==> src/hdl/exec_pkg.sv <==
// Execution unit definitions
package exec_pkg;

	// ====================
	// Word types
	// ====================

	// Operand and result word
	typedef logic [63:0] value_t;
	// Program counter
	typedef logic [31:0] addr_t;

	// ====================
	// Operations
	// ====================

	// Operations arrive already decoded, the encoding is fixed so stimulus can name them
	typedef enum logic [5:0] {
		op_add   = 6'd0,
		op_sub   = 6'd1,
		op_and   = 6'd2,
		op_or    = 6'd3,
		op_xor   = 6'd4,
		op_andc  = 6'd5,
		op_nand  = 6'd6,
		op_nor   = 6'd7,
		op_xnor  = 6'd8,
		op_orc   = 6'd9,
		op_cmp   = 6'd10,
		op_cmpu  = 6'd11,
		op_seq   = 6'd12,
		op_sne   = 6'd13,
		op_slt   = 6'd14,
		op_sle   = 6'd15,
		op_sltu  = 6'd16,
		op_sleu  = 6'd17,
		op_shl   = 6'd18,
		op_lsr   = 6'd19,
		op_asr   = 6'd20,
		op_rol   = 6'd21,
		op_ror   = 6'd22,
		op_lda   = 6'd23,
		op_link  = 6'd24,
		op_mul   = 6'd25,
		op_mulu  = 6'd26,
		op_mulh  = 6'd27,
		op_muluh = 6'd28,
		op_div   = 6'd29,
		op_divu  = 6'd30,
		op_mod   = 6'd31,
		op_modu  = 6'd32
	} op_t;

	// Which execution unit runs an operation
	typedef enum logic [1:0] {
		unit_alu = 2'd0,
		unit_mul = 2'd1,
		unit_div = 2'd2
	} unit_t;

	// Operation as presented on the input handshake
	typedef struct packed {
		op_t         op;
		logic        use_imm;
		logic [1:0]  scale;
		value_t      a;
		value_t      b;
		value_t      imm;
		addr_t       pc;
	} exec_op_t;

	// Result as presented on the output handshake
	typedef struct packed {
		value_t value;
		logic   dbz;
	} exec_res_t;

	// One quotient bit per divider iteration
	localparam int DIV_STEPS = 64;

endpackage

==> src/hdl/exec_issue.sv <==
// Operation issue stage
module exec_issue (
	input  logic                clk,
	input  logic                rst,
	input  logic                op_req,
	input  exec_pkg::exec_op_t  op,
	output logic                op_ack,
	input  logic                retire,
	output exec_pkg::exec_op_t  issued,
	output logic                alu_start,
	output logic                mul_start,
	output logic                div_start
);

	typedef enum logic [1:0] {st_idle, st_acked, st_busy} state_t;

	state_t state;
	exec_pkg::unit_t unit_sel;
	exec_pkg::exec_op_t op_sel;
	// Retire can overtake the falling edge of op_req when the outside is slow to drop it
	logic retired;

	// Operand select and unit decode straight from the input operation
	always_comb
	begin
		op_sel = op;
		if (op.use_imm)
			op_sel.b = op.imm;
		case (op.op)
			exec_pkg::op_mul, exec_pkg::op_mulu, exec_pkg::op_mulh, exec_pkg::op_muluh:
				unit_sel = exec_pkg::unit_mul;
			exec_pkg::op_div, exec_pkg::op_divu, exec_pkg::op_mod, exec_pkg::op_modu:
				unit_sel = exec_pkg::unit_div;
			default:
				unit_sel = exec_pkg::unit_alu;
		endcase
	end

	// ====================
	// Handshake FSM
	// ====================

	always_ff @(posedge clk)
	begin
		alu_start <= 1'b0;
		mul_start <= 1'b0;
		div_start <= 1'b0;
		if (rst)
		begin
			state <= st_idle;
			op_ack <= 1'b0;
			retired <= 1'b0;
		end
		else
		begin
			case (state)
				st_idle:
					if (op_req)
					begin
						// Ack and start leave on the same edge
						op_ack <= 1'b1;
						retired <= 1'b0;
						alu_start <= (unit_sel == exec_pkg::unit_alu);
						mul_start <= (unit_sel == exec_pkg::unit_mul);
						div_start <= (unit_sel == exec_pkg::unit_div);
						state <= st_acked;
					end
				st_acked:
				begin
					if (retire)
						retired <= 1'b1;
					if (!op_req)
					begin
						op_ack <= 1'b0;
						state <= (retired || retire) ? st_idle : st_busy;
					end
				end
				st_busy:
					// Hold off the next request until the result has been taken
					if (retire)
						state <= st_idle;
				default:
					state <= st_idle;
			endcase
		end
	end

	// Captured operation, only loaded when a new request is accepted
	always_ff @(posedge clk)
	begin
		if (state == st_idle && op_req)
			issued <= op_sel;
	end

	// No new acknowledge while an operation is still outstanding
	assert property (@(posedge clk) disable iff (rst) (state == st_busy) |=> !$rose(op_ack));

	// Only one unit is started per operation
	assert property (@(posedge clk) disable iff (rst) $onehot0({alu_start, mul_start, div_start}));

endmodule

==> config.mk <==
export PLATFORM = sky130hd
export DESIGN_NAME = exec_issue
export DESIGN_NICKNAME = d
export VERILOG_FILES = /design/src/hdl/exec_pkg.sv /design/src/hdl/exec_issue.sv
export SDC_FILE = /design/constraint.sdc
export NUM_CORES = 1
export LEC_CHECK = 0
export ABC_AREA = 1
export BUFFER_PORTS_ARGS = -buffer_cell sky130_fd_sc_hd__buf_2
export CAP_MARGIN = 20
export CORE_AREA = 2 2 183 185
export DETAILED_ROUTE_END_ITERATION = 16
export DIE_AREA = 0 0 185 187
export PLACE_DENSITY_LB_ADDON = 0.3
export SETUP_SLACK_MARGIN = 0.15
export SKIP_LAST_GASP = 1
export SYNTH_ARGS = -nofsm -noshare
export SYNTH_HDL_FRONTEND = slang
export SYNTH_SLANG_ARGS = --single-unit
==> constraint.sdc <==
create_clock -name clk -period 15.4 [get_ports clk]
set_input_delay 0.77 -clock clk [delete_from_list [all_inputs] [get_ports clk]]
set_output_delay 0.77 -clock clk [all_outputs]
set_load 0.005 [all_outputs]
==> summary.txt <==
Status
  • Outcome: completed

Setup path
  • CP bufs+invs: 2
  • Critical path arrival: 2620 ps
  • CP delay by family, top: buffers and inverters
  • Crit-path slowest cell: buf_4
  • Worst setup EP type: register
  • Max FO, Critical Path: 93
  • CP Class: reg2reg
  • Critical Path Source Type: register
  • CP required: 15540 ps
  • CP cell instances: nor2_1 -> nand2_1 -> inv_8 -> buf_4
  • Max incr delay on CP: 900 ps

Clock tree
  • Cts hold-fix bufs: 0
  • Clock transition at path regs: 60 ps
  • CTS HTree Levels: 1
  • CTS root buf: clkbuf_16
  • Total CTS buffers: 27
  • CTS tree: done
  • # Post-CTS Setup Buffers: 0
  • Post-CTS sizing: 0
  • Worst skew pair latency: 520 ps
  • Clock sink count: 240
  • CTS Buffer Depth: 3

Synth
  • Syn nets: 592
  • Synth Cell Area: 8400 um^2
  • Synth Register Bits: 240
  • Top cells by instance count after synthesis: edfxtp_1 (233), mux2_4 (60), nand2_1 (14)
  • Sequential cell area fraction in the yosys report: 0.850
  • Ys async rst share: 0
  • Syn Inst Count: 355
  • Top cells by area, synth: edfxtp_1 (83%), mux2_4 (11%), dfxtp_1 (1.7%), buf_12 (1.4%), nand2_1 (0.63%)
  • Post-synth top area share: 0.833
  • EDFF count, synth: 233
  • Ys Warns: 0
  • Top-count cell post-synth: edfxtp_1
  • Yosys cell types: 14
  • Synth area leader: edfxtp_1
  • Ys flop type: edfxtp_1
  • Mapped Avg Cell Area: 23.6 um^2

Die
  • Core area: 32900 um^2
  • Height of the die: 187 um
  • Die width: 185 um
  • Top-level I/O count: 474
  • Initial Utilization: 0.255
  • Die ar.: 34600 um^2
  • Std-Cell Rows: 67

STA
  • Worst setup margin: 12920 ps
  • Worst Tran Pin Value: 1050 ps
  • Fmax: 402 MHz
  • Fin. Hold Viols: 0
  • Setup Viol. Count Final: 0
  • Unrepaired setup endpoints after global routing: false
  • Tmin final: 2490 ps
  • Rel. slew slack: 0.300
  • Final setup TNS: 0 ps
  • Slew Viols, Final: 0
  • Final worst path period share: 0.161
  • Clk_skew: 6.49 ps

Route
  • Vias per inst: 3.88
  • Drt first pass iters: 4
  • WL per Instance: 16.5 um
  • Final antenna-violating net count: 0
  • DRT iter0 DRCs: 220
  • Via count: 5121
  • WL final: 21800 um
  • Drt drc: 0

Placed design
  • Placed inst area: 11200 um^2
  • Post-DP HPWL: 16200 um
  • Placer Congestion: 0.738
  • Port Buffers: 473
  • Post-Place Worst Slack: 12460 ps

Power and ir drop
  • Pleak: 5.17 nW
  • Clock network power share: 0.392
  • NetSw: 0.311 mW
  • Internal power: 1.17 mW
  • Sw Ratio: 0.211
  • Sequential share of power: 0.523
  • Tot Pwr: 1.48 mW
  • Comb power frac: 0.084
  • Worst VDD drop: 0.0855 mV
  • Power Density: 123 nW/um^2

Worst hold path
  • Worst hold path type: in2reg

Run
  • Max-Cap Viols: 0

Finish
  • Final Instance Area: 12000 um^2
  • Fin nets: 1090
  • Layout cell share with drive strength beyond 1: 0.660
  • Area delta synth->final: 43.0%

Global routing
  • First-pass GRT wire length: 30500 um
  • GRT Resource Usage Total: 0.117
  • Grt ovf: 0
  • Initial antenna violation count: 5
  • Vias in the first global route: 5233
  • Largest net degree at the start of global routing: 94
cells in the final DEF (no fill, tap or decap), drive strengths merged:
cell type | Yosys | routed
buf | 7 | 476
edfxtp | 233 | 233
mux2 | 64 | 64
clkbuf | 0 | 38
nand2 | 14 | 14
nor2 | 12 | 12
inv | 8 | 8
dfxtp | 7 | 7
clkinv | 0 | 7
a21oi | 4 | 4
nand3 | 3 | 3
diode | 0 | 1
or2 | 1 | 1
o21ai | 1 | 1
nand3b | 1 | 1
bufinv | 0 | 1
power groups by stage:
stage	clock, mW	sequential (mW)	combinational, mW
2_1_floorplan	0	0.801	0.0423
3_3_place_gp	0	0.787	0.126
3_5_place_dp	0	0.788	0.128
4_1_cts	0.605	0.775	0.128
5_1_grt	0.632	0.778	0.136
6_report	0.580	0.774	0.125
final timing paths:
path	slack, ps	from	to	cells after the start
hold / removal	420	op[11]	issued[11]$_DFFE_PP_	1
setup reg to reg	12920	state[1]$_SDFFE_PP0P_	issued[107]$_DFFE_PP_	4
hold reg to reg	490	op_ack$_SDFFE_PP0P_	op_ack$_SDFFE_PP0P_	2
setup / recovery	12920	state[1]$_SDFFE_PP0P_	issued[107]$_DFFE_PP_	4
per-stage QoR:
stage / util / hold WS, ps / std cells
detailed placement: 0.342 / 478 / 1272
global route: 0.365 / 384 / 1319
CTS: 0.365 / 378 / 1318
floorplan: - / 444 / 355
finish: 0.365 / 418 / 1319
global placement: 0.342 / 474 / 1272
state kept, by name (all words and copies together) (netlist names):
register and flops:
op_ack 1, retired 1, div_start 1, mul_start 1, alu_start 1, state 2
issued 233
per-layer routing:
metal	vias to the layer above	routed length, um	track usage
li1	2383	-	-
met1	2403	7790	0.124
met2	281	11000	0.212
met3	46	2460	0.0479
met4	8	471	0.0342
met5	-	54	0
cells by family (layout without fill, tap and decap cells):
logic type | after synthesis | in the layout | synth area share
buffers and inverters | 15 | 530 | 0.0192
and+or+nand+nor | 31 | 31 | 0.0151
muxes | 64 | 64 | 0.113
AOI/OAI and AO/OA | 5 | 5 | 0.00298
DFF | 240 | 240 | 0.850
other | 0 | 1 | 0
layout make-up:
| cell class | instances | area [um^2] |
|---|---|---|
| clock inverter | 8 | 65.1 |
| fill | 3197 | 20900 |
| tap | 448 | 561 |
| clock buffer | 38 | 717 |
| sequential | 240 | 7140 |
| timing repair buffer | 476 | 2390 |
| antenna | 1 | 2.50 |
| inverter | 8 | 37.5 |
| multi-input combinational | 100 | 1100 |
Note: power is estimated with default switching activity, not from simulation.
