File: config.mk
export PLATFORM = sky130hd
export DESIGN_NAME = exec_div
export DESIGN_NICKNAME = d
export VERILOG_FILES = /design/src/hdl/exec_pkg.sv /design/src/hdl/exec_div.sv
export SDC_FILE = /design/constraint.sdc
export NUM_CORES = 1
export LEC_CHECK = 0
export ABC_CLOCK_PERIOD_IN_PS = 14400
export BUFFER_PORTS_ARGS = -buffer_cell sky130_fd_sc_hd__clkbuf_2
export CAP_MARGIN = 20
export CORE_MARGIN = 4
export CORE_UTILIZATION = 60
export CTS_BUF_LIST = sky130_fd_sc_hd__clkbuf_16
export DETAILED_ROUTE_END_ITERATION = 10
export HOLD_SLACK_MARGIN = 0.1
export PLACE_DENSITY_LB_ADDON = 0.1
export SETUP_SLACK_MARGIN = 0.2
export SYNTH_ARGS = -nofsm -noshare
export SYNTH_HDL_FRONTEND = slang
export SYNTH_SLANG_ARGS = --single-unit
export TNS_END_PERCENT = 20
File: constraint.sdc
create_clock -name clk -period 14.4 [get_ports clk]
set_clock_uncertainty 0.2 [all_clocks]
set_input_delay 2.16 -clock clk [delete_from_list [all_inputs] [get_ports clk]]
set_output_delay 2.16 -clock clk [all_outputs]
set_load 0.005 [all_outputs]
File: src/hdl/exec_pkg.sv
// Execution unit definitions
package exec_pkg;

	// ====================
	// Word types
	// ====================

	// Operand and result word
	typedef logic [63:0] value_t;
	// Program counter
	typedef logic [31:0] addr_t;

	// ====================
	// Operations
	// ====================

	// Operations arrive already decoded, the encoding is fixed so stimulus can name them
	typedef enum logic [5:0] {
		op_add   = 6'd0,
		op_sub   = 6'd1,
		op_and   = 6'd2,
		op_or    = 6'd3,
		op_xor   = 6'd4,
		op_andc  = 6'd5,
		op_nand  = 6'd6,
		op_nor   = 6'd7,
		op_xnor  = 6'd8,
		op_orc   = 6'd9,
		op_cmp   = 6'd10,
		op_cmpu  = 6'd11,
		op_seq   = 6'd12,
		op_sne   = 6'd13,
		op_slt   = 6'd14,
		op_sle   = 6'd15,
		op_sltu  = 6'd16,
		op_sleu  = 6'd17,
		op_shl   = 6'd18,
		op_lsr   = 6'd19,
		op_asr   = 6'd20,
		op_rol   = 6'd21,
		op_ror   = 6'd22,
		op_lda   = 6'd23,
		op_link  = 6'd24,
		op_mul   = 6'd25,
		op_mulu  = 6'd26,
		op_mulh  = 6'd27,
		op_muluh = 6'd28,
		op_div   = 6'd29,
		op_divu  = 6'd30,
		op_mod   = 6'd31,
		op_modu  = 6'd32
	} op_t;

	// Which execution unit runs an operation
	typedef enum logic [1:0] {
		unit_alu = 2'd0,
		unit_mul = 2'd1,
		unit_div = 2'd2
	} unit_t;

	// Operation as presented on the input handshake
	typedef struct packed {
		op_t         op;
		logic        use_imm;
		logic [1:0]  scale;
		value_t      a;
		value_t      b;
		value_t      imm;
		addr_t       pc;
	} exec_op_t;

	// Result as presented on the output handshake
	typedef struct packed {
		value_t value;
		logic   dbz;
	} exec_res_t;

	// One quotient bit per divider iteration
	localparam int DIV_STEPS = 64;

endpackage

File: src/hdl/exec_div.sv
// Iterative divider
module exec_div (
	input  logic                clk,
	input  logic                rst,
	input  logic                start,
	input  exec_pkg::exec_op_t  issued,
	output logic                valid,
	output exec_pkg::exec_res_t res
);

	typedef enum logic [1:0] {st_idle, st_run, st_done} state_t;

	state_t state;
	logic [6:0] count;
	logic sgn;
	logic is_rem;
	logic b_zero;
	exec_pkg::value_t abs_a;
	exec_pkg::value_t abs_b;
	// Quotient bits shift in from the bottom as dividend bits shift out the top
	exec_pkg::value_t quo;
	exec_pkg::value_t rem;
	exec_pkg::value_t dvs;
	logic [64:0] rem_sh;
	logic [64:0] diff;
	logic rem_op;
	logic neg_q;
	logic neg_r;
	logic dbz;

	assign sgn = (issued.op == exec_pkg::op_div) || (issued.op == exec_pkg::op_mod);
	assign is_rem = (issued.op == exec_pkg::op_mod) || (issued.op == exec_pkg::op_modu);
	assign b_zero = (issued.b == '0);
	assign abs_a = (sgn && issued.a[63]) ? -issued.a : issued.a;
	assign abs_b = (sgn && issued.b[63]) ? -issued.b : issued.b;

	// One restoring step, a negative trial difference keeps the shifted remainder
	assign rem_sh = {rem, quo[63]};
	assign diff = rem_sh - {1'b0, dvs};

	// ====================
	// Control FSM
	// ====================

	always_ff @(posedge clk)
	begin
		valid <= 1'b0;
		if (rst)
		begin
			state <= st_idle;
			count <= '0;
		end
		else
		begin
			case (state)
				st_idle:
					if (start)
					begin
						count <= '0;
						// A zero divisor goes straight to the result
						state <= b_zero ? st_done : st_run;
					end
				st_run:
				begin
					count <= count + 7'd1;
					if (count == 7'(exec_pkg::DIV_STEPS - 1))
						state <= st_done;
				end
				st_done:
				begin
					valid <= 1'b1;
					state <= st_idle;
				end
				default:
					state <= st_idle;
			endcase
		end
	end

	// Datapath registers
	always_ff @(posedge clk)
	begin
		case (state)
			st_idle:
				if (start)
				begin
					rem_op <= is_rem;
					dbz <= b_zero;
					if (b_zero)
					begin
						quo <= '1;
						rem <= issued.a;
						neg_q <= 1'b0;
						neg_r <= 1'b0;
					end
					else
					begin
						quo <= abs_a;
						rem <= '0;
						dvs <= abs_b;
						neg_q <= sgn & (issued.a[63] ^ issued.b[63]);
						// Remainder follows the dividend
						neg_r <= sgn & issued.a[63];
					end
				end
			st_run:
			begin
				quo <= {quo[62:0], ~diff[64]};
				rem <= diff[64] ? rem_sh[63:0] : diff[63:0];
			end
			st_done:
			begin
				if (rem_op)
					res.value <= neg_r ? -rem : rem;
				else
					res.value <= neg_q ? -quo : quo;
				res.dbz <= dbz;
			end
			default:
			begin
			end
		endcase
	end

	// Issue holds off new work, so no start lands mid-division
	assert property (@(posedge clk) disable iff (rst) (state == st_run) |-> !start);

endmodule

==> flow_metrics.py, run 1 <==
metrics = {
    "pwr": {
        "switchingPower_mw": 0.960,
        "vdd.ir_drop.worst_mv": 0.0888,
        "p_per_area_mw_per_mm2": 121,
        "combPwrFrac_pct": 31.4,
        "p_int_mw": 1.79,
        "clkPwrFrac_pct": 28.8,
        "power_mw": 2.75,
        "power.leakage_nw": 8.73,
        "sw_frac_of_total_pct": 34.9,
        "sequentialPowerShare_pct": 39.8,
    },
    "floorplan": {
        "core_mm2": 0.0335,
        "fp.dieH_um": 193,
        "rows": 67,
        "die_width_um": 193,
        "io_pins": 302,
        "dieArea_mm2": 0.0371,
        "initial_utilization_pct": 61.0,
    },
    "detailed_routing": {
        "drcViolationCount": 0,
        "routed-wl-met2_um": 24100,
        "wire_per_inst_um": 20.0,
        "routed_via_density": 6.26,
        "num_vias": 18326,
        "first_iter_violations": 2208,
        "first_pass_iters": 6,
        "top_layer_used": "met4",
        "wl_met1_um": 27000,
        "wl_met3_um": 6160,
        "antenna_left": 0,
        "drt_wl_total_um": 58700,
    },
    "global_routing": {
        "first_global_vias": 16161,
        "overflow": 0,
        "grt_usage_pct": 30.5,
        "grt_max_degree": 125,
        "antenna_found_initial": 4,
        "grt_pass1_wl_um": 89400,
    },
    "setup_path": {
        "path_buf_inv": 1,
        "path_max_fanout": 5,
        "critPathSlowestCell": "nor3b_1",
        "crit_family": "simple AND/OR/NAND/NOR gates",
        "cp-end-kind": "register",
        "criticalPathCategory": "in2reg",
        "max_stage_delay_ps": 620,
        "critPathLaunchType": "input pin",
        "cp_data_arrival_time_ps": 5900,
        "critical_path_required_ps": 14480,
        "path_cells": "clkbuf_2, or4_1, nor3b_1, nand3_1, nor3_1, nand4_1, nor4_1, nand2_1, o41ai_1, xor2_1, a21oi_1",
    },
    "sta": {
        "fin_setup_tns_ps": 0,
        "finalHoldViolations": 0,
        "period_share_pct": 40.5,
        "rsz0062_at_grt": "no",
        "worst_pin_slew_ps": 1120,
        "setup_viol": 0,
        "max_freq_ghz": 0.172,
        "slew_headroom_pct": 25.2,
        "whs_ps": 295,
        "layout_min_cycle_time_ps": 5830,
        "worst_slack_ps": 8570,
        "finalMaxSlewViolations": 0,
    },
    "cts": {
        "root_buffer": "clkbuf_16",
        "post_cts_buffers": 0,
        "numClockSinks": 271,
        "cts_tree": "done",
        "cts_buffers": 30,
        "cts-htree-levels": 1,
        "insertion_delay_ps": 580,
        "cts.path.max_buffers": 3,
        "hold_buffers": 0,
        "cts_resized": 0,
        "clk_pin_slew_ps": 60,
    },
    "logic_synthesis": {
        "synth_edf_count": 261,
        "synth-seq-cells": 271,
        "netlist_instances": 2313,
        "avgSynthCellArea_um2": 8.84,
        "ys_seq_area_share_pct": 39.3,
        "syn_nets": 2619,
        "ys.flop_type": "edfxtp_1",
        "netlist_area_mm2": 0.0204,
        "async_flop_share_pct": 0,
        "synth_warnings": 0,
        "ys_types": 72,
    },
    "finish": {
        "seq_area_mm2": 0.00804,
        "final_cell_mix": "edfxtp_1 (261), nand2_1 (225), nor2_1 (221)",
        "postLayoutCoreUtil_pct": 67.9,
        "drive_gt1_share_pct": 11.7,
        "final_common_cell": "edfxtp_1",
        "syn_to_final_growth_pct": 11.4,
        "nNetsFinal": 2758,
        "multi_input_area_mm2": 0.0116,
        "final_area_mm2": 0.0228,
        "finalNonFillerCells": 2928,
        "fillCellCount": 2720,
    },
    "placed_design": {
        "routabilityCongestion": 0.943,
        "post-place-cells": 2866,
        "numPortBuffers": 202,
        "place_area_mm2": 0.0217,
        "dp_slack_ps": 8100,
        "dpl.hpwl_um": 45300,
    },
    "hold_path": {
        "hold_path_class": "reg2reg",
    },
    "run": {
        "max_cap_violations": 0,
    },
    "status": {
        "status": "complete, no violations",
    },
}
[worst reg2reg max path, cell delays in order, from the launching register on]
cell and delay (ps):
edfxtp_1 580, inv_1 150, ha_1 250, fa_1 400
nand2b_1 190, a21oi_1 300, o211ai_1 170, o21ai_0 420
a31oi_1 280, a21oi_1 250, nor3_1 90, o21ai_1 130
buf_4 180, and2_2 450, buf_4 620, mux2i_1 320
o21ai_0 110
[worst paths after layout]
kind,startpoint,end,slack [ps],cells after the start
worst max-delay path,issued[161],quo[61],8570,11
worst min-delay path,count[6],count[6],300,2
worst max register to register,quo[63],rem[32],9010,16
worst min register to register,count[6],count[6],300,2
[final cells by class]
class                   count  share of cell area [%]
inverters                 104                    1.72
flip-flops and latches    271                    35.3
diodes                      6                  0.0659
clock inverters            23                    1.04
clock buffers              31                    3.41
repair buffers            221                    5.24
multi-input cells        1824                    50.8
well taps                 448                    2.46
[state kept, by name, indices dropped and copies added, names as in the netlist, 2 cells and up]
| name | count |
|---|---|
| count | 7 |
| dvs | 64 |
| quo | 64 |
| rem | 64 |
| res | 65 |
| state | 2 |
[power by group through the flow]
stage	Clock, mW	Combinational, mW	Sequential, mW
global route	0.834	0.945	1.10
global placement	0	0.825	1.10
detailed placement	0	0.836	1.10
CTS	0.799	0.842	1.08
finish	0.792	0.863	1.09
floorplan	0	0.615	1.06
[synth_stat cells, drive strengths merged (13+ instances only)]
cell / instances / area share, %
a21o: 23 / 0.84
or3: 39 / 1.2
nor4: 37 / 1.2
edfxtp: 261 / 38
nand2: 225 / 4.1
mux2i: 51 / 2.5
inv: 104 / 1.9
nand2b: 20 / 0.61
nor2: 225 / 4.2
xnor2: 157 / 6.7
o21bai: 14 / 0.51
ha: 69 / 4.2
nor3: 53 / 1.4
o21ai: 183 / 4.5
nand4: 34 / 1.0
o31ai: 59 / 2.2
o41ai: 24 / 1.0
clkbuf: 99 / 1.8
buf: 15 / 0.51
nand3: 37 / 0.93
a21oi: 197 / 4.8
a31oi: 72 / 2.2
or4: 30 / 1.2
xor2: 151 / 6.5
nor2b: 13 / 0.40
[cells by family after synthesis]
group / after synthesis / share of synthesized area, %
mux: 52 / 2.55
fa+ha+maj: 70 / 4.32
simple gates: 765 / 18.0
xor+xnor: 308 / 13.2
flops: 271 / 39.3
compound gates: 629 / 18.3
buf+inv: 218 / 4.24
[metal layers]
metal,track usage (%),up-vias
met2,43.4,985
met3,2.93,81
li1,-,8774
met5,0,-
met4,7.82,0
met1,49.5,8486
(Power assumes the default switching activity.)
==> run 2, diff against run 1 <==
ABC_CLOCK_PERIOD_IN_PS = 6110   (was 14400)
CORE_UTILIZATION = 59   (was 60)
clock period = 6.11 ns   (was 14.4 ns; I/O delays follow)
==> run 2 against run 1 <==
Non-clock buffer count is 5 higher. Largest power group unchanged. Combinational power is 140% higher. Setup slack worse by 7500 ps. Via count is 1.0% lower. Highest routed layer is now met5. Critical path type is now reg2reg. Worst hold slack better by 3.3 ps.
==> flow_metrics.py, run 2 (synthesis results as in run 1) <==
metrics = {
    "detailed_routing": {
        "drcViolationCount": 0,
        "drt_wl_total_um": 57900,
        "first_pass_iters": 6,
        "num_vias": 18137,
        "routed_via_density": 6.19,
        "wire_per_inst_um": 19.8,
        "antenna_left": 0,
        "first_iter_violations": 2055,
    },
    "cts": {
        "post_cts_buffers": 0,
        "insertion_delay_ps": 580,
        "hold_buffers": 0,
        "root_buffer": "clkbuf_16",
        "cts.path.max_buffers": 3,
        "cts-htree-levels": 1,
        "numClockSinks": 271,
        "clk_pin_slew_ps": 60,
        "cts_tree": "done",
        "cts_buffers": 29,
        "cts_resized": 0,
    },
    "placed_design": {
        "numPortBuffers": 202,
        "routabilityCongestion": 0.966,
        "place_area_mm2": 0.0218,
        "dpl.hpwl_um": 45800,
    },
    "global_routing": {
        "antenna_found_initial": 5,
        "grt_usage_pct": 29.2,
        "grt_pass1_wl_um": 89200,
        "grt_busiest_layer": "met1",
        "gr-usage-met2_pct": 42.3,
        "first_global_vias": 16103,
        "use_met3_pct": 3.63,
        "grt_max_degree": 110,
        "use_met1_pct": 47.1,
        "overflow": 0,
    },
    "pwr": {
        "vdd.ir_drop.worst_mv": 0.198,
        "power.leakage_nw": 8.69,
        "p_per_area_mw_per_mm2": 278,
    },
    "setup_path": {
        "rr_startpoint": "quo[63]",
        "worstSetupEndpoint": "rem[38]",
        "critical_path_required_ps": 6180,
        "cp_data_arrival_time_ps": 5120,
        "path_depth": 15,
        "cp-startpoint": "quo[63]",
        "cp-end-kind": "register",
        "path_buf_inv": 2,
        "r2r_slack_ps": 1060,
        "crit_family": "compound AO/OA/AOI/OAI gates",
        "critPathSlowestCell": "edfxtp_1",
        "path_cells": "inv_1, ha_1, fa_1, nand2b_1, a21oi_1, o211ai_1, o21ai_0, a31oi_1, a21oi_1, nor3_1, o21ai_1, and2_2, buf_12, mux2i_1, o21ai_0",
        "worstReg2RegEnd": "rem[38]",
        "criticalPathCategory": "reg2reg",
        "r2r_cells": 15,
        "max_stage_delay_ps": 520,
        "path_max_fanout": 47,
        "critPathLaunchType": "register",
    },
    "finish": {
        "largest-register": "res",
        "nNetsFinal": 2762,
        "largest_register_ffs": 65,
        "drive_gt1_share_pct": 11.8,
        "final_common_cell": "edfxtp_1",
        "final_cell_mix": "edfxtp_1 (261), nand2_1 (225), nor2_1 (221)",
        "fillCellCount": 2876,
        "final_area_mm2": 0.0227,
        "syn_to_final_growth_pct": 11.0,
    },
    "sta": {
        "finalMaxSlewViolations": 0,
        "period_share_pct": 82.6,
        "rsz0062_at_grt": "no",
        "worst_pin_slew_ps": 1090,
        "max_freq_ghz": 0.198,
        "layout_min_cycle_time_ps": 5050,
        "finalHoldViolations": 0,
        "fin_setup_tns_ps": 0,
        "setup_viol": 0,
        "slew_headroom_pct": 27.1,
    },
    "floorplan": {
        "rows": 67,
        "die_width_um": 194,
        "core_mm2": 0.0339,
        "fp.dieH_um": 194,
        "initial_utilization_pct": 60.3,
        "io_pins": 302,
        "dieArea_mm2": 0.0377,
    },
    "hold_path": {
        "hold_path_class": "reg2reg",
        "min_from": "count[6]",
    },
    "status": {
        "status": "complete, no violations",
    },
    "run": {
        "max_cap_violations": 0,
    },
}
-- run 2: cell type report --
cell class,instances,area [um^2],area share [%]
diodes,3,7.51,0.0331
clock buffers,29,726,3.20
clock inverters,23,166,0.734
inverters,104,393,1.73
multi-input cells,1824,11600,51.0
flip-flops and latches,271,8040,35.4
well taps,448,561,2.47
repair buffers,226,1220,5.40
-- run 2: per-layer routing --
layer	wire length, um	share of wire (%)	vias up
met5	24	0.041	-
met4	1010	1.7	4
met3	6210	11	66
met2	24000	41	903
met1	26700	46	8392
li1	-	-	8772
-- run 2: worst min-delay path by stage --
stage | end | cells past startpoint
final | count[6] | 2
after global routing | res[0] | 0
after CTS | count[6] | 2
after detailed placement | res[0] | 0
after global placement | count[6] | 2
after floorplan | res[0] | 0
-- run 2: worst min-delay path, stage by stage, from the launching register on --
cell and delay (ps):
dfxtp_1 320, o21ai_0 70, a21oi_1 60
-- run 2: per-stage QoR --
stage               utilization (%)  hold slack, ps  instances  setup slack, ps  power, mW
floorplan                         -             200       2313              956       3.95
finish                         67.0             298       2928             1060       6.30
detailed placement             64.2             285       2872              922       4.57
global route                   67.0             312       2928             1050       6.60
global placement               64.2             266       2872             1010       4.54
CTS                            66.9             296       2924             1120       6.25
-- run 2: where the power goes --
group          internal, mW  total, mW  switching (mW)
clock network         0.942       1.70           0.753
registers              2.31       2.57           0.258
logic                 0.783       2.03            1.25
total                  4.04       6.30            2.26
