[src/hdl/exec_pkg.sv]
// Execution unit definitions
package exec_pkg;

	// ====================
	// Word types
	// ====================

	// Operand and result word
	typedef logic [63:0] value_t;
	// Program counter
	typedef logic [31:0] addr_t;

	// ====================
	// Operations
	// ====================

	// Operations arrive already decoded, the encoding is fixed so stimulus can name them
	typedef enum logic [5:0] {
		op_add   = 6'd0,
		op_sub   = 6'd1,
		op_and   = 6'd2,
		op_or    = 6'd3,
		op_xor   = 6'd4,
		op_andc  = 6'd5,
		op_nand  = 6'd6,
		op_nor   = 6'd7,
		op_xnor  = 6'd8,
		op_orc   = 6'd9,
		op_cmp   = 6'd10,
		op_cmpu  = 6'd11,
		op_seq   = 6'd12,
		op_sne   = 6'd13,
		op_slt   = 6'd14,
		op_sle   = 6'd15,
		op_sltu  = 6'd16,
		op_sleu  = 6'd17,
		op_shl   = 6'd18,
		op_lsr   = 6'd19,
		op_asr   = 6'd20,
		op_rol   = 6'd21,
		op_ror   = 6'd22,
		op_lda   = 6'd23,
		op_link  = 6'd24,
		op_mul   = 6'd25,
		op_mulu  = 6'd26,
		op_mulh  = 6'd27,
		op_muluh = 6'd28,
		op_div   = 6'd29,
		op_divu  = 6'd30,
		op_mod   = 6'd31,
		op_modu  = 6'd32
	} op_t;

	// Which execution unit runs an operation
	typedef enum logic [1:0] {
		unit_alu = 2'd0,
		unit_mul = 2'd1,
		unit_div = 2'd2
	} unit_t;

	// Operation as presented on the input handshake
	typedef struct packed {
		op_t         op;
		logic        use_imm;
		logic [1:0]  scale;
		value_t      a;
		value_t      b;
		value_t      imm;
		addr_t       pc;
	} exec_op_t;

	// Result as presented on the output handshake
	typedef struct packed {
		value_t value;
		logic   dbz;
	} exec_res_t;

	// One quotient bit per divider iteration
	localparam int DIV_STEPS = 64;

endpackage

[src/hdl/exec_result.sv]
// Result stage
module exec_result (
	input  logic                clk,
	input  logic                rst,
	input  logic                alu_valid,
	input  logic                mul_valid,
	input  logic                div_valid,
	input  exec_pkg::exec_res_t alu_res,
	input  exec_pkg::exec_res_t mul_res,
	input  exec_pkg::exec_res_t div_res,
	output logic                res_req,
	output exec_pkg::exec_res_t res,
	input  logic                res_ack,
	output logic                retire
);

	typedef enum logic [1:0] {st_idle, st_req, st_wait_low} state_t;

	state_t state;

	// ====================
	// Output handshake
	// ====================

	always_ff @(posedge clk)
	begin
		retire <= 1'b0;
		if (rst)
		begin
			state <= st_idle;
			res_req <= 1'b0;
		end
		else
		begin
			case (state)
				st_idle:
					if (alu_valid || mul_valid || div_valid)
					begin
						res_req <= 1'b1;
						state <= st_req;
					end
				st_req:
					// Result has been taken once ack is seen
					if (res_ack)
					begin
						res_req <= 1'b0;
						state <= st_wait_low;
					end
				st_wait_low:
					// Handshake is over when ack drops, let issue take the next op
					if (!res_ack)
					begin
						retire <= 1'b1;
						state <= st_idle;
					end
				default:
					state <= st_idle;
			endcase
		end
	end

	// Result holds until the next completion, which cannot come before retire
	always_ff @(posedge clk)
	begin
		if (alu_valid)
			res <= alu_res;
		else if (mul_valid)
			res <= mul_res;
		else if (div_valid)
			res <= div_res;
	end

	// Only one unit completes per operation
	assert property (@(posedge clk) disable iff (rst) $onehot0({alu_valid, mul_valid, div_valid}));

endmodule

[config.mk]
export PLATFORM = sky130hd
export DESIGN_NAME = exec_result
export DESIGN_NICKNAME = d
export VERILOG_FILES = /design/src/hdl/exec_pkg.sv /design/src/hdl/exec_result.sv
export SDC_FILE = /design/constraint.sdc
export NUM_CORES = 1
export LEC_CHECK = 0
export BUFFER_PORTS_ARGS = -buffer_cell sky130_fd_sc_hd__buf_2
export CAP_MARGIN = 20
export CORE_AREA = 2 2 105 107
export CTS_CLUSTER_SIZE = 16
export DETAILED_ROUTE_END_ITERATION = 10
export DIE_AREA = 0 0 107 109
export GPL_TIMING_DRIVEN = 0
export HOLD_SLACK_MARGIN = 0.1
export PLACE_DENSITY = 0.81
export REMOVE_ABC_BUFFERS = 1
export SKIP_CTS_REPAIR_TIMING = 1
export SKIP_LAST_GASP = 1
export SLEW_MARGIN = 25
export SYNTH_ARGS = -nofsm -noshare
export SYNTH_HDL_FRONTEND = slang
export SYNTH_SLANG_ARGS = --single-unit
[constraint.sdc]
create_clock -name clk -period 1.6 [get_ports clk]
set_input_delay 0.32 -clock clk [delete_from_list [all_inputs] [get_ports clk]]
set_output_delay 0.32 -clock clk [all_outputs]
set_load 0.05 [all_outputs]
==> impl_metrics.toml, run 1 <==
[min_path]
hold_class = "in -> reg"
whs_endpoint = "res_req"
whs_path_depth = 2
min_from = "rst"

[critical_path]
critical-path-top-delay-family = "simple AND/OR/NAND/NOR gates"
r2r_end = "state[0]"
worstSetupEndpointType = "register"
crit_chain = "buf_4 -> or3_4 -> nor2_1 -> a2111oi_1"
criticalPathCategory = "in -> reg"
crit_fanout = 67
required_ns = 1.81
reg2reg_depth = 2
r2r_setup_slack_ns = 0.61
critPathBufInv = 1
arrival_ns = 1.83
critical-path-max-stage-delay_ns = 0.53
cp_slowest_cell = "or3_4"
start_kind = "primary input"
reg2reg_from = "state[0]"

[floorplan]
initial_core_util_pct = 32.7
core-area_mm2 = 0.0106
ioPinCount = 268
fp.dieArea_mm2 = 0.0117
row_count = 38
die_w_um = 107
die_y_um = 109

[placement]
dp_slack_ns = -0.707
portBuffers = 267
dpl.hpwl_um = 7420
place_congestion = 0.827

[global_route]
grt_max_degree = 68
grt_pass1_wl_um = 13500
grt_overflow = 0
antenna_found_initial = 0
grt_pass1_vias = 3055
grt_use_total_pct = 14.8

[synth]
synth-edff-count = 65
synth_warnings = 0
synth.distinct_cells = 17
mappedNetlistArea_mm2 = 0.00347
synth-simple-area-share_pct = 8.16
synthTopCellsByCount = "65 x edfxtp_1, 65 x mux2i_1, 65 x nand2_1, 65 x o21ai_1, 10 x clkbuf_1"
ys_top_cells_by_area = "edfxtp_1 56%, mux2i_1 19%, o21ai_1 9.4%"
ys.flop_type = "edfxtp_1"
yosysSeqAreaShare_pct = 58.6
ys_seq_elements = 69
syn_area_per_cell_um2 = 11.8
muxShareOfSynthArea_pct = 18.8
synth-compound-area-share_pct = 10.3
yosys.area.top_type = "edfxtp_1"
synth_top_family_by_area = "multiplexers"
synthCells = 295
synth_top_area_share_pct = 56.3
async_flop_share_pct = 0
synthXorXnorAreaFrac_pct = 0.253
synthAdderAreaFrac_pct = 0

[finish]
nets = 756
fillers = 989
n_antenna_cell = 0
syn2layout_area_growth_pct = 47.1
drive_above_1_share_pct = 51.4

[timing]
fmax_mhz = 616
period_share_pct = 101
worst_pin_slew_ns = 0.606
drv_slew = 0
setup_violations = 1
period_needed_ns = 1.62
grt_setup_unrepaired = "yes"
tns_ns = -0.0225
fin_skew_ns = 0.00682
setup_ws_ns = -0.0225
slew_headroom_pct = 59.6
finalHoldViolCount = 0

[route]
wl_per_cell_um = 13.5
drc = 0
vias = 3237
drtIter0Drc = 181
postRouteAntennaNets = 0
dr.pass1.iters = 4
wirelength_um = 9450
routed_via_density = 4.62

[power]
power_leakage_nw = 2.53
p_per_area_mw_per_mm2 = 1020
ir_worst_vdd_uv = 474

[run]
cap_violations = 0

[clocking]
clock-root-buffer = "clkbuf_8"
cts_tree = "done"
clockBufferDepth = 2
clk_pin_slew_worst_paths_ns = 0.08
clock_latency_ns = 0.34
cts-htree-levels = 3
numCtsBuffers = 9
numClockSinks = 69

[run_status]
violations = "setup timing"
status = "finished with violations"
[registers in the layout (all words and copies together), names as in the netlist]
register / count
res_req: 1
retire: 1
state: 2
res: 65
[per-stage QoR]
| stage | instances | hold WS (ns) | area [um^2] | utilization (%) | power, mW |
|---|---|---|---|---|---|
| 3_5_place_dp | 683 | 0.533 | 4890 | 46.1 | 3.83 |
| 6_report | 700 | 0.181 | 5100 | 48.1 | 5.20 |
| 2_1_floorplan | 274 | 0.392 | 3330 | - | 3.25 |
| 3_3_place_gp | 681 | 0.505 | 4840 | 45.7 | 3.80 |
| 4_1_cts | 699 | 0.156 | 5090 | 48.0 | 5.26 |
| 5_1_grt | 700 | 0.161 | 5100 | 48.1 | 5.43 |
[cells in the final DEF, fill, tap and decap left out, types with 2 or more instances in the layout]
master      count
mux2i_1        65
buf_12          2
nand2_1        65
nor2_1          3
buf_2         265
clkbuf_8       10
clkinv_2        2
buf_4           2
clkinvlp_4      3
or3_4           2
edfxtp_1       65
dfxtp_1         4
o21ai_1        65
[layer usage]
layer	vias up	GRT usage (%)	routed length, um	part of all wire, %
met4	0	8.16	245	2.6
li1	1598	-	-	-
met5	-	0	0	0
met3	20	3.59	777	8.2
met1	1455	14.5	3390	36
met2	164	28.6	5030	53
[final cells by class]
type	instances	area (um^2)	share of cell area (%)
Clock buffer	10	138	2.70
Sequential cell	69	2030	39.8
Multi-Input combinational cell	206	1310	25.7
Tap cell	140	175	3.43
Clock inverter	6	62.6	1.23
Timing Repair Buffer	269	1380	27.1
[worst reg2reg max path, cell delays in order, from the launching register on]
cell and delay, ns:
dfxtp_1 0.43, nor2_1 0.08, a2111oi_1 0.36
[how the worst max path moves through the flow]
stage	slack, ns	to	depth (start not counted)	startpoint
floorplan	0.18	res_req	3	mul_valid
global placement	-1.57	state[0]	4	alu_valid
detailed placement	-0.71	state[0]	4	alu_valid
CTS	-0.34	state[0]	4	alu_valid
global route	-0.15	state[0]	4	alu_valid
finish	-0.02	state[0]	4	alu_valid
[kinds of logic (layout without fill, tap and decap cells)]
logic type      after synthesis  after routing
compound gates               68             68
flops                        69             69
simple gates                 71             72
xor+xnor                      1              1
mux                          65             65
buf+inv                      21            285
[report_power, final]
part	switching [mW]	total (mW)	internal [mW]	leakage (nW)
sequential	0.0523	2.26	2.20	0.721
combinational	1.07	1.53	0.455	1.72
clock	0.658	1.41	0.756	0.0943
total	1.78	5.20	3.42	2.53
No activity file was read; power rests on OpenSTA's default activity.
==> inputs of run 2 (changes only) <==
Settings changed: PLACE_DENSITY 0.81 to 0.66.
==> run 2 against run 1 <==
The run now ends clean. Via count down 0.49%. Sequential share of layout area decreased by 0.26 points. Final cell count is 1.3% higher. Utilization increased by 0.32 points. Flip-flop and latch count unchanged. Critical path depth decreased by 1. Total power is 5.0% lower. Sequential power hardly changed. Routed wire length about the same. Combinational power about the same. Maximum frequency up 4.9%. Count of clock-buffer cells in the layout rose by 2.
==> impl_metrics.toml, run 2 (synthesis gave the netlist of run 1 again) <==
[clocking]
clock-root-buffer = "clkbuf_8"
numClockSinks = 69
clockBufferDepth = 2
cts-htree-levels = 3
numCtsBuffers = 9
clock_latency_ns = 0.34
cts_tree = "done"
clk_pin_slew_worst_paths_ns = 0.07

[finish]
n_antenna_cell = 0
largest_reg_flops = 65
nets = 766
utilization_pct = 48.4
regMostFlops = "res"
syn2layout_area_growth_pct = 48.1
drive_above_1_share_pct = 51.5
multi_input_area_mm2 = 0.00133
fillers = 999
reg_top3 = "res x65, state x2"
design_area_mm2 = 0.00513
seq_area_mm2 = 0.00203
final_common_cell = "buf_2"
layout_common_cells = "265 x buf_2, 65 x mux2i_1, 65 x nand2_1, 65 x o21ai_1, 65 x edfxtp_1"

[route]
top_layer = "met4"
drc = 0
wl_met2_um = 4880
dr.pass1.iters = 4
met1_length_um = 3630
routed_via_density = 4.54
wirelength_um = 9450
drtIter0Drc = 164
wl_met3_um = 825
vias = 3221
wl_per_cell_um = 13.3
postRouteAntennaNets = 0

[critical_path]
critical-path-max-stage-delay_ns = 0.76
crit_fanout = 40
cp_slowest_cell = "or3_2"
required_ns = 1.61
criticalPathCategory = "in -> reg"
start_kind = "primary input"
worstSetupEndpointType = "register"
crit_chain = "buf_6 -> buf_12 -> or3_2"
r2r_setup_slack_ns = 0.63
arrival_ns = 1.55

[placement]
place_congestion = 0.784
dpl.hpwl_um = 7060
placed_area_mm2 = 0.00489
portBuffers = 267

[floorplan]
die_y_um = 109
row_count = 38
initial_core_util_pct = 32.7
fp.dieArea_mm2 = 0.0117
core-area_mm2 = 0.0106
ioPinCount = 268
die_w_um = 107

[timing]
drv_slew = 0
worst_pin_slew_ns = 0.455
hold_ws_ns = 0.179
slew_headroom_pct = 69.7
setup_violations = 0
period_needed_ns = 1.55
fin_skew_ns = 0.000377
tns_ns = 0
period_share_pct = 96.6
fmax_mhz = 647
finalHoldViolCount = 0
grt_setup_unrepaired = "yes"

[power]
power_mw = 4.94
ir_worst_vdd_uv = 428
p_per_area_mw_per_mm2 = 962
power_leakage_nw = 2.56

[run]
cap_violations = 0

[global_route]
grt_pass1_wl_um = 13200
grt_use_total_pct = 14.7
grt_overflow = 0
grt_max_degree = 70
grt_pass1_vias = 2879
antenna_found_initial = 0

[min_path]
hold_class = "in -> reg"

[run_status]
status = "completed"
## run 2: changes by cell type in the layout (fill, tap and decap cells not counted)
| cell | change |
|---|---|
| buf_4 | +6 |
| bufinv_16 | -1 |
| clkinvlp_4 | -3 |
| or3_2 | +2 |
| clkbuf_1 | +3 |
| clkinv_1 | +1 |
| buf_6 | +1 |
## run 2: per-stage QoR
| step | worst slack [ns] | cells |
|---|---|---|
| final | 0.0537 | 709 |
| after global routing | -0.00760 | 709 |
| after CTS | -0.573 | 698 |
| after detailed placement | -0.931 | 683 |
| after global placement | -1.60 | 681 |
| after floorplan | 0.176 | 274 |
## run 2: final cells by class
cell class	count	area share, %
Clock buffer	12	2.63
Clock inverter	3	0.268
Multi-Input combinational cell	208	25.8
Sequential cell	69	39.6
Tap cell	140	3.41
Timing Repair Buffer	277	28.3
## run 2: report_power, final
group / internal (mW) / total (mW) / switching [mW] / leakage (nW)
Combinational: 0.467 / 1.54 / 1.08 / 1.76
Clock: 0.545 / 1.14 / 0.590 / 0.0776
Sequential: 2.21 / 2.26 / 0.0518 / 0.721
Total: 3.22 / 4.94 / 1.72 / 2.56
## run 2: path summary, 6_finish.rpt
check	end	depth (start not counted)	startpoint
setup / recovery	res[53]	3	mul_valid
setup reg to reg	state[0]	2	state[0]
hold reg to reg	retire	1	state[0]
hold / removal	res_req	2	rst
## run 2: layer usage
layer / global-route usage, % / vias up
met4: 5.75 / 0
li1: - / 1624
met2: 26.8 / 159
met5: 0 / -
met3: 4.78 / 11
met1: 15.7 / 1427
## run 2: critical path, delay by kind of cell
family / cells / cell delay, ns
simple gates: 1 / 0.76
buf+inv: 2 / 0.42
==> inputs of run 3 (changes only) <==
Settings changed: ABC_AREA from default to 1, CORE_AREA 2 2 105 107 to 2 2 104 106, DIE_AREA 0 0 107 109 to 0 0 106 108, PLACE_DENSITY 0.66 to 0.72.
Clock period 1.6 ns to 1.65 ns, I/O delays scaled along.
==> run 3 against run 2 <==
Synthesized cell count up 73%. Sequential share of layout area fell by 3.3 points. Design area rose by 9.1%. Die area down 1.8%. Setup slack improved by 0.10 ns. Total power is 2.2% higher. Largest cell class unchanged.
==> impl_metrics.toml, run 3 <==
[synth]
synth-edff-count = 65
synth-simple-area-share_pct = 38.3
synthAdderAreaFrac_pct = 0
synth.distinct_cells = 16
synth_top_family_by_area = "simple AND/OR/NAND/NOR gates"
mappedNetlistArea_mm2 = 0.00399
synth_top_area_share_pct = 49.0
muxShareOfSynthArea_pct = 0
ys.flop_type = "edfxtp_1"
ys_seq_elements = 69
synth_most_common_cell = "nand2_1"
yosys.area.top_type = "edfxtp_1"
synthTopCellsByCount = "205 x nand2_1, 70 x inv_1, 65 x edfxtp_1, 65 x nand3_1, 40 x or2_2"
synth-compound-area-share_pct = 0.126
syn_area_per_cell_um2 = 7.82
synth_warnings = 0
synthCells = 510
synthXorXnorAreaFrac_pct = 0
async_flop_share_pct = 0
ys_top_cells_by_area = "edfxtp_1 49%, nand2_1 19%, nand3_1 8.2%"
yosysSeqAreaShare_pct = 51.0

[clocking]
clock_latency_ns = 0.33
numClockSinks = 69
clockBufferDepth = 2
clk_pin_slew_worst_paths_ns = 0.07
numCtsBuffers = 9
clock-root-buffer = "clkbuf_8"
cts-htree-levels = 3
cts_tree = "done"

[timing]
slew_headroom_pct = 63.8
setup_violations = 0
setup_ws_ns = 0.158
fmax_mhz = 670
fin_skew_ns = 0.00909
worst_pin_slew_ns = 0.543
grt_setup_unrepaired = "no"
period_share_pct = 90.4
finalHoldViolCount = 0
hold_ws_ns = 0.208
tns_ns = 0
drv_slew = 0
period_needed_ns = 1.49

[route]
vias = 4001
wirelength_um = 11000
postRouteAntennaNets = 0
drc = 0
wl_per_cell_um = 12.2
dr.pass1.iters = 4
routed_via_density = 4.43
drtIter0Drc = 195

[critical_path]
crit_chain = "buf_12 -> inv_6 -> nand2_8 -> buf_12"
critical-path-max-stage-delay_ns = 0.28
start_kind = "primary input"
worstSetupEndpointType = "register"
cp_slowest_cell = "nand2_8"
critPathBufInv = 3
r2r_setup_slack_ns = 0.78
arrival_ns = 1.50
required_ns = 1.66
path_common_cell = "buf_12"
crit_fanout = 66
criticalPathCategory = "in -> reg"
critical-path-top-delay-family = "buffers and inverters"

[min_path]
hold_class = "in -> reg"

[placement]
placed_area_mm2 = 0.00539
portBuffers = 267
place_congestion = 0.853
dp_cells = 887
dpl.hpwl_um = 8250
dp_slack_ns = -0.821

[global_route]
busiest_layer = "met2"
grt_overflow = 0
grt_use_total_pct = 19.3
grt_util_met2_pct = 36.4
grt_max_degree = 69
grt_pass1_vias = 3985
grt_use_met3_pct = 4.58
grt_pass1_wl_um = 17500
antenna_found_initial = 0
met1_usage_pct = 20.5

[run]
cap_violations = 0

[power]
power_mw = 5.04
power_leakage_nw = 3.15
ir_worst_vdd_uv = 355
p_per_area_mw_per_mm2 = 901

[finish]
design_area_mm2 = 0.00560
syn2layout_area_growth_pct = 40.5
drive_above_1_share_pct = 42.2
reg_top3 = "res x65, state x2"
nets = 963
fillers = 957
utilization_pct = 54.7
n_antenna_cell = 0
multi_input_area_mm2 = 0.00155
regMostFlops = "res"
layout_common_cells = "265 x buf_2, 204 x nand2_1, 70 x inv_1, 65 x nand3_1, 65 x edfxtp_1"
largest_reg_flops = 65
layout.cells.non_filler = 903
seq_area_mm2 = 0.00203
final_common_cell = "buf_2"

[floorplan]
fp.dieArea_mm2 = 0.0114
initial_core_util_pct = 39.0
row_count = 37
core-area_mm2 = 0.0102
die_w_um = 106
ioPinCount = 268
die_y_um = 108

[run_status]
status = "completed"
run 3: cell count changes after synthesis, sizes merged, moves of 2 or more:
| cell | before | now |
|---|---|---|
| or2 | 0 | 65 |
| mux2i | 65 | 0 |
| buf | 11 | 23 |
| nor2 | 3 | 5 |
| nand3 | 0 | 65 |
| inv | 0 | 71 |
| clkbuf | 10 | 5 |
| o21ai | 65 | 0 |
| nand2 | 65 | 205 |
run 3: cell families after synthesis:
kind of cell | after synthesis
compound gates | 1
buf+inv | 99
flops | 69
simple gates | 341
run 3: worst paths after layout:
| kind | start | depth (start not counted) | to |
|---|---|---|---|
| worst max register to register | state[0] | 4 | state[1] |
| worst min-delay path | res_ack | 2 | retire |
| worst max-delay path | alu_valid | 4 | res[15] |
| worst min register to register | state[1] | 2 | retire |
run 3: layer usage:
| layer | wire, um | part of all wire, % |
|---|---|---|
| met1 | 4190 | 38 |
| met2 | 5670 | 51 |
| met3 | 872 | 7.9 |
| met4 | 280 | 2.5 |
| met5 | 0 | 0 |
run 3: report_power, final:
group          internal, mW  switching (mW)  leakage (nW)
sequential             2.14          0.0488         0.716
combinational         0.463            1.12          2.34
clock                 0.670           0.600        0.0937
run 3: area by class of cell:
cell class,count,area share [%]
sequential,69,36.3
multi-input combinational,342,27.6
timing repair buffer,269,25.0
inverter,71,4.85
clock buffer,15,3.15
tap,136,3.04
clock inverter,1,0.0894
